===== config.mk =====
export PLATFORM = sky130hd
export DESIGN_NAME = cn_top
export DESIGN_NICKNAME = d
export VERILOG_FILES = /design/src/source/cn_pkg.sv /design/src/source/cn_apb_regs.sv /design/src/source/afferent_input.sv /design/src/source/sim_tick_gen.sv /design/src/source/synapse_current.sv /design/src/source/drive_mixer.sv /design/src/source/lif_neuron.sv /design/src/source/spike_monitor.sv /design/src/source/cn_top.sv
export SDC_FILE = /design/constraint.sdc
export NUM_CORES = 2
export LEC_CHECK = 0
export BUFFER_PORTS_ARGS = -buffer_cell sky130_fd_sc_hd__buf_2
export CAP_MARGIN = 20
export CORE_ASPECT_RATIO = 0.75
export CORE_MARGIN = 1.5
export CORE_UTILIZATION = 45
export DETAILED_ROUTE_END_ITERATION = 16
export PLACE_DENSITY = 0.7
export SLEW_MARGIN = 20
export SYNTH_ARGS = -nofsm -noshare
export SYNTH_HDL_FRONTEND = slang
export SYNTH_HIERARCHICAL = 1
export SYNTH_SLANG_ARGS = --single-unit

===== constraint.sdc =====
create_clock -name ep50trig -period 15.4 [get_ports ep50trig]
set_input_delay 0.77 -clock ep50trig [delete_from_list [all_inputs] [get_ports ep50trig]]
set_output_delay 0.77 -clock ep50trig [all_outputs]
set_load 0.02 [all_outputs]

===== src/source/cn_pkg.sv =====
package cn_pkg;

    // all currents, gains, drives, thresholds and counts
    typedef logic [31:0] word_t;

    // button gain scaler, 0 to 7
    typedef logic [2:0] scaler_t;

    // apb address width
    localparam int APB_ADDR_W = 8;

    // synaptic gain is 8.8 fixed point
    localparam int GAIN_FRAC_BITS = 8;

    // register map, byte addresses
    typedef enum logic [7:0] {
        REG_CTRL        = 8'h00,
        REG_SYN_GAIN    = 8'h04,
        REG_EXTRA_DRIVE = 8'h08,
        REG_TICK_DIV    = 8'h0C,
        REG_THRESHOLD   = 8'h10,
        REG_SPIKE_COUNT = 8'h14,
        REG_SCALER      = 8'h18
    } reg_addr_e;

    // unity gain in 8.8
    localparam word_t SYN_GAIN_RST = 32'd256;

    // divider for real-time tick rate
    localparam word_t TICK_DIV_RST = 32'd381;

    // 30 shifted left by 10
    localparam word_t THRESHOLD_RST = 32'd30720;

endpackage


===== src/source/cn_apb_regs.sv =====
`timescale 1ns/1ps

module cn_apb_regs (
    input  logic                          ep50trig,
    input  logic                          reset_global,
    input  logic                          i_psel,
    input  logic                          i_penable,
    input  logic                          i_pwrite,
    input  logic [cn_pkg::APB_ADDR_W-1:0] i_paddr,
    input  cn_pkg::word_t                 i_pwdata,
    input  cn_pkg::word_t                 i_spike_count,
    input  cn_pkg::scaler_t               i_gain_scaler,
    output cn_pkg::word_t                 o_prdata,
    output logic                          o_sim_run,
    output cn_pkg::word_t                 o_tick_div,
    output cn_pkg::word_t                 o_syn_gain,
    output cn_pkg::word_t                 o_extra_drive,
    output cn_pkg::word_t                 o_threshold
);
    import cn_pkg::*;

    reg_addr_e addr;
    logic      wr_en;
    logic      rd_en;
    word_t     rd_data;

    // access phase only, setup cycle does nothing
    assign addr  = reg_addr_e'(i_paddr);
    assign wr_en = i_psel & i_penable & i_pwrite;
    assign rd_en = i_psel & i_penable & ~i_pwrite;

    // writable registers, write lands at end of access cycle
    always_ff @(posedge ep50trig or posedge reset_global) begin
        if (reset_global) begin
            o_sim_run     <= 1'b0;
            o_syn_gain    <= SYN_GAIN_RST;
            o_extra_drive <= '0;
            o_tick_div    <= TICK_DIV_RST;
            o_threshold   <= THRESHOLD_RST;
        end else if (wr_en) begin
            // read-only and unmapped addresses fall through
            case (addr)
                REG_CTRL:        o_sim_run     <= i_pwdata[0];
                REG_SYN_GAIN:    o_syn_gain    <= i_pwdata;
                REG_EXTRA_DRIVE: o_extra_drive <= i_pwdata;
                REG_TICK_DIV:    o_tick_div    <= i_pwdata;
                REG_THRESHOLD:   o_threshold   <= i_pwdata;
                default:         ;
            endcase
        end
    end

    // read-back mux
    always_comb begin
        case (addr)
            REG_CTRL:        rd_data = {31'd0, o_sim_run};
            REG_SYN_GAIN:    rd_data = o_syn_gain;
            REG_EXTRA_DRIVE: rd_data = o_extra_drive;
            REG_TICK_DIV:    rd_data = o_tick_div;
            REG_THRESHOLD:   rd_data = o_threshold;
            REG_SPIKE_COUNT: rd_data = i_spike_count;
            // scaler zero-extended to a word
            REG_SCALER:      rd_data = {29'd0, i_gain_scaler};
            default:         rd_data = '0;
        endcase
    end

    // bus stays at zero outside a read access cycle
    assign o_prdata = rd_en ? rd_data : '0;

endmodule


===== src/source/afferent_input.sv =====
`timescale 1ns/1ps

module afferent_input (
    input  logic            ep50trig,
    input  logic            reset_global,
    input  logic            i_spike_ia,
    input  logic            i_spike_ii,
    input  logic            i_gain_button,
    input  logic            i_sim_run,
    input  logic            i_tick,
    output logic            o_pending_ia,
    output logic            o_pending_ii,
    output cn_pkg::scaler_t o_gain_scaler
);
    // pin order in the vectors: 2 button, 1 ii, 0 ia
    logic [2:0] sync_1;
    logic [2:0] sync_2;
    logic [2:0] sync_prev;
    logic       edge_ia;
    logic       edge_ii;
    logic       btn_change;
    logic [3:0] pre_scaler;

    // two-flop synchronizer plus one stage for edge detection
    always_ff @(posedge ep50trig or posedge reset_global) begin
        if (reset_global) begin
            sync_1    <= '0;
            sync_2    <= '0;
            sync_prev <= '0;
        end else begin
            sync_1    <= {i_gain_button, i_spike_ii, i_spike_ia};
            sync_2    <= sync_1;
            sync_prev <= sync_2;
        end
    end

    assign edge_ia    = sync_2[0] & ~sync_prev[0];
    assign edge_ii    = sync_2[1] & ~sync_prev[1];
    // button counts both level changes
    assign btn_change = sync_2[2] ^ sync_prev[2];

    // pending flags held until the tick consumes them
    // an edge landing in the tick cycle is kept for the next tick
    always_ff @(posedge ep50trig or posedge reset_global) begin
        if (reset_global) begin
            o_pending_ia <= 1'b0;
            o_pending_ii <= 1'b0;
        end else if (!i_sim_run) begin
            o_pending_ia <= 1'b0;
            o_pending_ii <= 1'b0;
        end else if (i_tick) begin
            o_pending_ia <= edge_ia;
            o_pending_ii <= edge_ii;
        end else begin
            o_pending_ia <= o_pending_ia | edge_ia;
            o_pending_ii <= o_pending_ii | edge_ii;
        end
    end

    // pre-scaler runs 0..14 and wraps, survives sim_run low
    always_ff @(posedge ep50trig or posedge reset_global) begin
        if (reset_global) begin
            pre_scaler <= '0;
        end else if (btn_change) begin
            if (pre_scaler == 4'd14) begin
                pre_scaler <= '0;
            end else begin
                pre_scaler <= pre_scaler + 4'd1;
            end
        end
    end

    // two button changes per scaler step
    assign o_gain_scaler = pre_scaler[3:1];

endmodule


===== src/source/sim_tick_gen.sv =====
`timescale 1ns/1ps

module sim_tick_gen (
    input  logic          ep50trig,
    input  logic          reset_global,
    input  logic          i_sim_run,
    input  cn_pkg::word_t i_tick_div,
    output logic          o_tick
);
    import cn_pkg::*;

    word_t cnt;

    // counter parked at the reload value while stopped
    // so the first tick comes tick_div + 1 cycles after run
    always_ff @(posedge ep50trig or posedge reset_global) begin
        if (reset_global) begin
            cnt    <= '0;
            o_tick <= 1'b0;
        end else if (!i_sim_run) begin
            cnt    <= i_tick_div;
            o_tick <= 1'b0;
        end else begin
            // one-cycle pulse each time the count runs out
            o_tick <= (cnt == '0);
            if (cnt == '0) begin
                cnt <= i_tick_div;
            end else begin
                cnt <= cnt - 32'd1;
            end
        end
    end

endmodule


===== src/source/synapse_current.sv =====
`timescale 1ns/1ps

module synapse_current #(
    parameter cn_pkg::word_t SYN_WEIGHT  = 32'd1024,
    parameter int            DECAY_SHIFT = 3
) (
    input  logic          ep50trig,
    input  logic          reset_global,
    input  logic          i_sim_run,
    input  logic          i_tick,
    input  logic          i_pending,
    output cn_pkg::word_t o_current
);
    import cn_pkg::*;

    word_t decayed;
    word_t next_current;

    // exponential decay by a power-of-two fraction
    assign decayed      = o_current - (o_current >> DECAY_SHIFT);
    // pending flag seen here is the one from before the tick
    assign next_current = i_pending ? decayed + SYN_WEIGHT : decayed;

    always_ff @(posedge ep50trig or posedge reset_global) begin
        if (reset_global) begin
            o_current <= '0;
        end else if (!i_sim_run) begin
            o_current <= '0;
        end else if (i_tick) begin
            o_current <= next_current;
        end
    end

endmodule


===== src/source/drive_mixer.sv =====
`timescale 1ns/1ps

module drive_mixer #(
    parameter int SENSORY_SHIFT = 4
) (
    input  logic            ep50trig,
    input  logic            reset_global,
    input  logic            i_sim_run,
    input  logic            i_tick,
    input  cn_pkg::word_t   i_current_ia,
    input  cn_pkg::word_t   i_current_ii,
    input  cn_pkg::word_t   i_syn_gain,
    input  cn_pkg::word_t   i_extra_drive,
    input  cn_pkg::scaler_t i_gain_scaler,
    output cn_pkg::word_t   o_drive
);
    import cn_pkg::*;

    word_t       syn_sum;
    logic [63:0] gain_prod;
    word_t       base;
    word_t       sensory;
    word_t       scaled;
    word_t       drive_next;

    // ia and ii currents combined before gain
    assign syn_sum   = i_current_ia + i_current_ii;
    // full product, then drop the 8.8 fraction
    assign gain_prod = 64'(syn_sum) * 64'(i_syn_gain);
    assign base      = word_t'(gain_prod >> GAIN_FRAC_BITS);

    // fixed sensory gain
    assign sensory = base << SENSORY_SHIFT;
    // button gain adds scaler copies on top of the sensory term
    assign scaled  = sensory * word_t'(i_gain_scaler);

    // 32-bit wraparound on the final sum
    assign drive_next = sensory + scaled + i_extra_drive;

    // latched from the currents as they were before this tick
    always_ff @(posedge ep50trig or posedge reset_global) begin
        if (reset_global) begin
            o_drive <= '0;
        end else if (!i_sim_run) begin
            o_drive <= '0;
        end else if (i_tick) begin
            o_drive <= drive_next;
        end
    end

endmodule


===== src/source/lif_neuron.sv =====
`timescale 1ns/1ps

module lif_neuron #(
    parameter int LEAK_SHIFT = 4
) (
    input  logic          ep50trig,
    input  logic          reset_global,
    input  logic          i_sim_run,
    input  logic          i_tick,
    input  cn_pkg::word_t i_drive,
    input  cn_pkg::word_t i_threshold,
    output logic          o_fire
);
    import cn_pkg::*;

    word_t v_mem;
    word_t v_next;
    logic  crossed;

    // leak a fraction of the old value, add the latched drive
    assign v_next  = v_mem - (v_mem >> LEAK_SHIFT) + i_drive;
    assign crossed = (v_next >= i_threshold);

    always_ff @(posedge ep50trig or posedge reset_global) begin
        if (reset_global) begin
            v_mem  <= '0;
            o_fire <= 1'b0;
        end else if (!i_sim_run) begin
            v_mem  <= '0;
            o_fire <= 1'b0;
        end else if (i_tick) begin
            // fire and reset the membrane on a threshold crossing
            if (crossed) begin
                v_mem  <= '0;
                o_fire <= 1'b1;
            end else begin
                v_mem  <= v_next;
                o_fire <= 1'b0;
            end
        end else begin
            // pulse lasts only the cycle after the tick
            o_fire <= 1'b0;
        end
    end

endmodule


===== src/source/spike_monitor.sv =====
`timescale 1ns/1ps

module spike_monitor (
    input  logic          ep50trig,
    input  logic          reset_global,
    input  logic          i_sim_run,
    input  logic          i_fire,
    output logic          o_spike_out,
    output cn_pkg::word_t o_spike_count
);
    always_ff @(posedge ep50trig or posedge reset_global) begin
        if (reset_global) begin
            o_spike_out   <= 1'b0;
            o_spike_count <= '0;
        end else if (!i_sim_run) begin
            // pin held low and count cleared while stopped
            o_spike_out   <= 1'b0;
            o_spike_count <= '0;
        end else begin
            // pin and count move together, one cycle after fire
            o_spike_out <= i_fire;
            if (i_fire) begin
                o_spike_count <= o_spike_count + 32'd1;
            end
        end
    end

endmodule


===== src/source/cn_top.sv =====
`timescale 1ns/1ps

module cn_top #(
    parameter cn_pkg::word_t SYN_WEIGHT_IA = 32'd1024,
    parameter cn_pkg::word_t SYN_WEIGHT_II = 32'd512,
    parameter int            DECAY_SHIFT   = 3,
    parameter int            SENSORY_SHIFT = 4,
    parameter int            LEAK_SHIFT    = 4
) (
    input  logic                          ep50trig,
    input  logic                          reset_global,
    input  logic                          i_psel,
    input  logic                          i_penable,
    input  logic                          i_pwrite,
    input  logic [cn_pkg::APB_ADDR_W-1:0] i_paddr,
    input  cn_pkg::word_t                 i_pwdata,
    input  logic                          i_spike_ia,
    input  logic                          i_spike_ii,
    input  logic                          i_gain_button,
    output cn_pkg::word_t                 o_prdata,
    output logic                          o_spike_out
);
    import cn_pkg::*;

    // register bank outputs
    logic    sim_run;
    word_t   tick_div;
    word_t   syn_gain;
    word_t   extra_drive;
    word_t   threshold;
    // input side
    logic    pending_ia;
    logic    pending_ii;
    scaler_t gain_scaler;
    logic    tick;
    // processing part
    word_t   current_ia;
    word_t   current_ii;
    word_t   drive;
    logic    fire;
    // output side
    word_t   spike_count;

    cn_apb_regs regs_i (
        .ep50trig(ep50trig), .reset_global(reset_global),
        .i_psel(i_psel), .i_penable(i_penable), .i_pwrite(i_pwrite),
        .i_paddr(i_paddr), .i_pwdata(i_pwdata),
        .i_spike_count(spike_count), .i_gain_scaler(gain_scaler),
        .o_prdata(o_prdata), .o_sim_run(sim_run), .o_tick_div(tick_div),
        .o_syn_gain(syn_gain), .o_extra_drive(extra_drive), .o_threshold(threshold)
    );

    afferent_input aff_i (
        .ep50trig(ep50trig), .reset_global(reset_global),
        .i_spike_ia(i_spike_ia), .i_spike_ii(i_spike_ii), .i_gain_button(i_gain_button),
        .i_sim_run(sim_run), .i_tick(tick),
        .o_pending_ia(pending_ia), .o_pending_ii(pending_ii), .o_gain_scaler(gain_scaler)
    );

    sim_tick_gen tick_i (
        .ep50trig(ep50trig), .reset_global(reset_global),
        .i_sim_run(sim_run), .i_tick_div(tick_div), .o_tick(tick)
    );

    // primary (ia) afferent synapse
    synapse_current #(.SYN_WEIGHT(SYN_WEIGHT_IA), .DECAY_SHIFT(DECAY_SHIFT)) syn_ia_i (
        .ep50trig(ep50trig), .reset_global(reset_global), .i_sim_run(sim_run),
        .i_tick(tick), .i_pending(pending_ia), .o_current(current_ia)
    );

    // secondary (ii) afferent synapse, half weight
    synapse_current #(.SYN_WEIGHT(SYN_WEIGHT_II), .DECAY_SHIFT(DECAY_SHIFT)) syn_ii_i (
        .ep50trig(ep50trig), .reset_global(reset_global), .i_sim_run(sim_run),
        .i_tick(tick), .i_pending(pending_ii), .o_current(current_ii)
    );

    drive_mixer #(.SENSORY_SHIFT(SENSORY_SHIFT)) mixer_i (
        .ep50trig(ep50trig), .reset_global(reset_global), .i_sim_run(sim_run),
        .i_tick(tick), .i_current_ia(current_ia), .i_current_ii(current_ii),
        .i_syn_gain(syn_gain), .i_extra_drive(extra_drive),
        .i_gain_scaler(gain_scaler), .o_drive(drive)
    );

    lif_neuron #(.LEAK_SHIFT(LEAK_SHIFT)) neuron_i (
        .ep50trig(ep50trig), .reset_global(reset_global), .i_sim_run(sim_run),
        .i_tick(tick), .i_drive(drive), .i_threshold(threshold), .o_fire(fire)
    );

    spike_monitor mon_i (
        .ep50trig(ep50trig), .reset_global(reset_global), .i_sim_run(sim_run),
        .i_fire(fire), .o_spike_out(o_spike_out), .o_spike_count(spike_count)
    );

endmodule


==> results.md <==
- Gr busiest metal: met1
- Min-Delay Path Class: primary input to flip-flop
- WL/cell: 21.9 um
- Initial antenna violation count: 5
- Die area: 112000 um^2
- Ys flop type: dfrtp_1
- Worst EP arrival: approximately 15 ns
- Grt met3 use: 0.0949
- Pwr Density: 40.4 nW/um^2
- Pins Over Slew Limit: 0
- Clock Skew: approximately 0.04 ns
- Combinational Power Share: 0.096
- Remaining DRCs: 0
- Tcrit/Tclk final: 0.942
- Gate Count Post-Synth: between 5000 and 6000
- CTS HTree Levels: 2
- Clock Power Share: 0.466
- Clk pin slew, worst setup/hold paths: around 0.06 ns
- Final ANT Viol Nets: 0
- Gr usage total: 0.275
- RSZ-0062 raised after global routing: no
- Area Growth Syn to Fin: 6.20%
- Crit Reg-Reg Startpoint: syn_ia_i/o_current[4]
- Final Core Density: 0.485
- Initial DRC Count: around 4300
- Vias in the first global route: about 40000
- Largest net degree at the start of global routing: between 70 and 80
- CTS Buf Count: 40
- PortBufs: 80
- Minimum clock period: 14.50 ns
- Status: complete, no violations
- Max-Cap Viols: 0
- First-pass GRT wire length: 237 mm
- Clk_lat worst skew: between 0.6 and 0.7 ns
- Critical path required time: ~16 ns
- Layout cells sized above 1: 0.0879
- Hold path start: i_spike_ia
- Unique masters post-synth: 135
- Slew headroom: 0.200
- Warnings from Yosys: 6
- Postcts setup bufs: 0
- Worst-case clock buffer depth: 3
- Number of synthesized flops with an enable pin: 0
- P_sw: 0.000599 W
- Synthesized area: between 40000 and 50000 um^2
- Mean area per synthesized cell: slightly below 9 um^2
- Post-route setup TNS: 0 ns
- GR Overflow Total: 0
- Pint: 0.00152 W
- GPL Wtd Cong: around 1.0
- VDD IR-drop max: around 0.000076 V
- Core area: around 110000 um^2
- Launch point of the worst path: syn_ia_i/o_current[4]
- Slew @ Worst Pin: 1.20 ns
- Switching share of power: 0.283
- CTS tree: done
- Async S/R FF share, synth: 1.00
- Most frequent cells in the layout: inv_1, nand2_1, fa_1
- Final std cells w/o fill: around 7000
- Initial Util: 0.456
- Sequential area share after synthesis: 0.172
- FP Rows: 104
- P_leak: ~25 nW
- Placed Cells: 6900
- Sequential power share: 0.438
- Drt total wl: between 150 and 200 mm
- Worst Setup Start Kind: flip-flop
- Critical Path End Type: flip-flop
- I/O pin count: a little over 80
- Final Hold Viols: 0
- Power Total: between 0.002 and 0.0025 W
- Final setup viols: 0
- Die Span X: 385 um
- Post-CTS Hold Buffers: 0
- Root Driver: clkbuf_16
- Cell mode on critical path: fa_1
- Kind of critical path: flip-flop to flip-flop
- Met1 usage: 0.417
- Vias per cell: 5.78
- Fillers: 10200
- Peak fanout along the critical path: 11
- # resized after CTS: 0
- Worst stage delay on the critical path: ~0.61 ns
- Clock sink count: roughly 340
- Slowest cell on crit path: fa_1
- DP HPWL: around 120 mm
- Synthesized Nets: 6559
- Nets: roughly 6500
- Max Freq: about 69 MHz
- DRT Pass-1 Iters: 5
- M2 GR Usage: 0.370
- Synth Register Bits: about 340
- Most common cell after layout, fill and taps aside: inv_1
- Die height: just under 300 um
- Vias: a little over 40000
## cell families after synthesis
| logic type | Yosys count | share of synthesized area |
|---|---|---|
| flip-flops | 339 | 0.172 |
| multiplexers | 177 | 0.0393 |
| AND/OR/NAND/NOR | 1717 | 0.178 |
| XOR/XNOR | 273 | 0.0528 |
| adder cells (fa/ha/maj) | 949 | 0.333 |
| AO/OA/AOI/OAI | 907 | 0.127 |
| buffers and inverters | 1200 | 0.0971 |
## power groups by stage
stage                     Clock (W)  Sequential (W)  Combinational [W]
after floorplan                   0        0.000933           0.000137
after global placement            0        0.000941           0.000197
after detailed placement          0        0.000942           0.000200
after CTS                  0.000998        0.000925           0.000201
after global routing        0.00104        0.000927           0.000220
final                      0.000986        0.000927           0.000203
## critical path, delay by kind of cell, from the launching register on
family	cells	cell delay [ns]
fa+ha+maj	14	6.64
flops	1	0.44
compound gates	17	3.97
xor+xnor	5	1.13
buf+inv	10	0.72
simple gates	7	1.48
## cell type report
cell class                      instances  area [um^2]  area share
Timing Repair Buffer                  160         1010      0.0193
Inverter                              948         3560      0.0680
Clock inverter                         22          264     0.00504
Antenna cell                            2         5.00   0.0000956
Sequential cell                       339         8510       0.163
Multi-Input combinational cell       4023        36100       0.690
Clock buffer                           51         1070      0.0205
Tap cell                             1431         1790      0.0342
## path summary, 6_finish.rpt
check,end,slack [ns],cells after the start
setup / recovery,mixer_i/o_drive[31],0.90,53
hold reg to reg,aff_i/sync_2[0],0.35,0
max in group asynchronous,regs_i/o_syn_gain[5],13.32,3
min in group asynchronous,neuron_i/v_mem[1],0.37,2
hold / removal,aff_i/sync_1[0],0.30,1
setup reg to reg,mixer_i/o_drive[31],0.90,53
## state kept, by name (all words and copies together), names as in the netlist
| name | cells |
|---|---|
| aff_i/o_pending_ia | 1 |
| regs_i/o_sim_run | 1 |
| aff_i/sync_1 | 3 |
| neuron_i/v_mem | 32 |
| aff_i/sync_2 | 3 |
| tick_i/cnt | 32 |
| syn_ii_i/o_current | 32 |
| aff_i/pre_scaler | 4 |
| mixer_i/o_drive | 32 |
| neuron_i/o_fire | 1 |
| regs_i/o_threshold | 32 |
| regs_i/o_extra_drive | 32 |
| tick_i/o_tick | 1 |
| regs_i/o_tick_div | 32 |
| mon_i/o_spike_out | 1 |
| regs_i/o_syn_gain | 32 |
| aff_i/o_pending_ii | 1 |
| mon_i/o_spike_count | 32 |
| aff_i/sync_prev | 3 |
| syn_ia_i/o_current | 32 |
## cells in the mapped netlist, types with 19 or more instances
master	count	area (um^2)
inv_1	947	3550
and4_1	26	228
xor2_1	90	788
nand2b_1	45	282
a22o_1	43	377
nand4_1	54	338
o21ai_1	61	305
a22oi_1	31	233
o21bai_1	23	173
xnor2_1	168	1470
o21a_1	37	278
buf_2	24	120
and3_1	38	238
mux2i_1	43	430
nand2_1	660	2480
a31oi_1	20	125
o211ai_1	30	225
nor2b_1	43	269
fa_1	606	12100
a21o_1	61	458
a21oi_1	237	1190
mux2_2	127	1430
or4_1	30	225
a211oi_1	43	323
nor2_1	262	983
clkbuf_1	180	676
dfrtp_1	327	8180
and2_1	286	1790
o21ai_0	120	601
o31ai_1	23	173
a221o_1	19	190
nand3_1	67	335
or3_1	24	150
nor3_1	57	285
ha_1	343	4290
## metrics by stage
stage | area [um^2] | worst slack, ns | hold WS [ns]
global route | 52400 | 0.0460 | 0.288
floorplan | 49300 | 2.29 | 0.331
detailed placement | 51000 | 0.976 | 0.337
global placement | 51000 | 1.27 | 0.337
CTS | 52300 | 0.895 | 0.282
finish | 52400 | 0.899 | 0.303
## metal layers
| metal | share of wire | routed length (um) |
|---|---|---|
| met5 | 0.00015 | 23 |
| met4 | 0.028 | 4290 |
| met3 | 0.13 | 19900 |
| met2 | 0.39 | 59700 |
| met1 | 0.45 | 69100 |
Power figures use the tool's default switching activity.
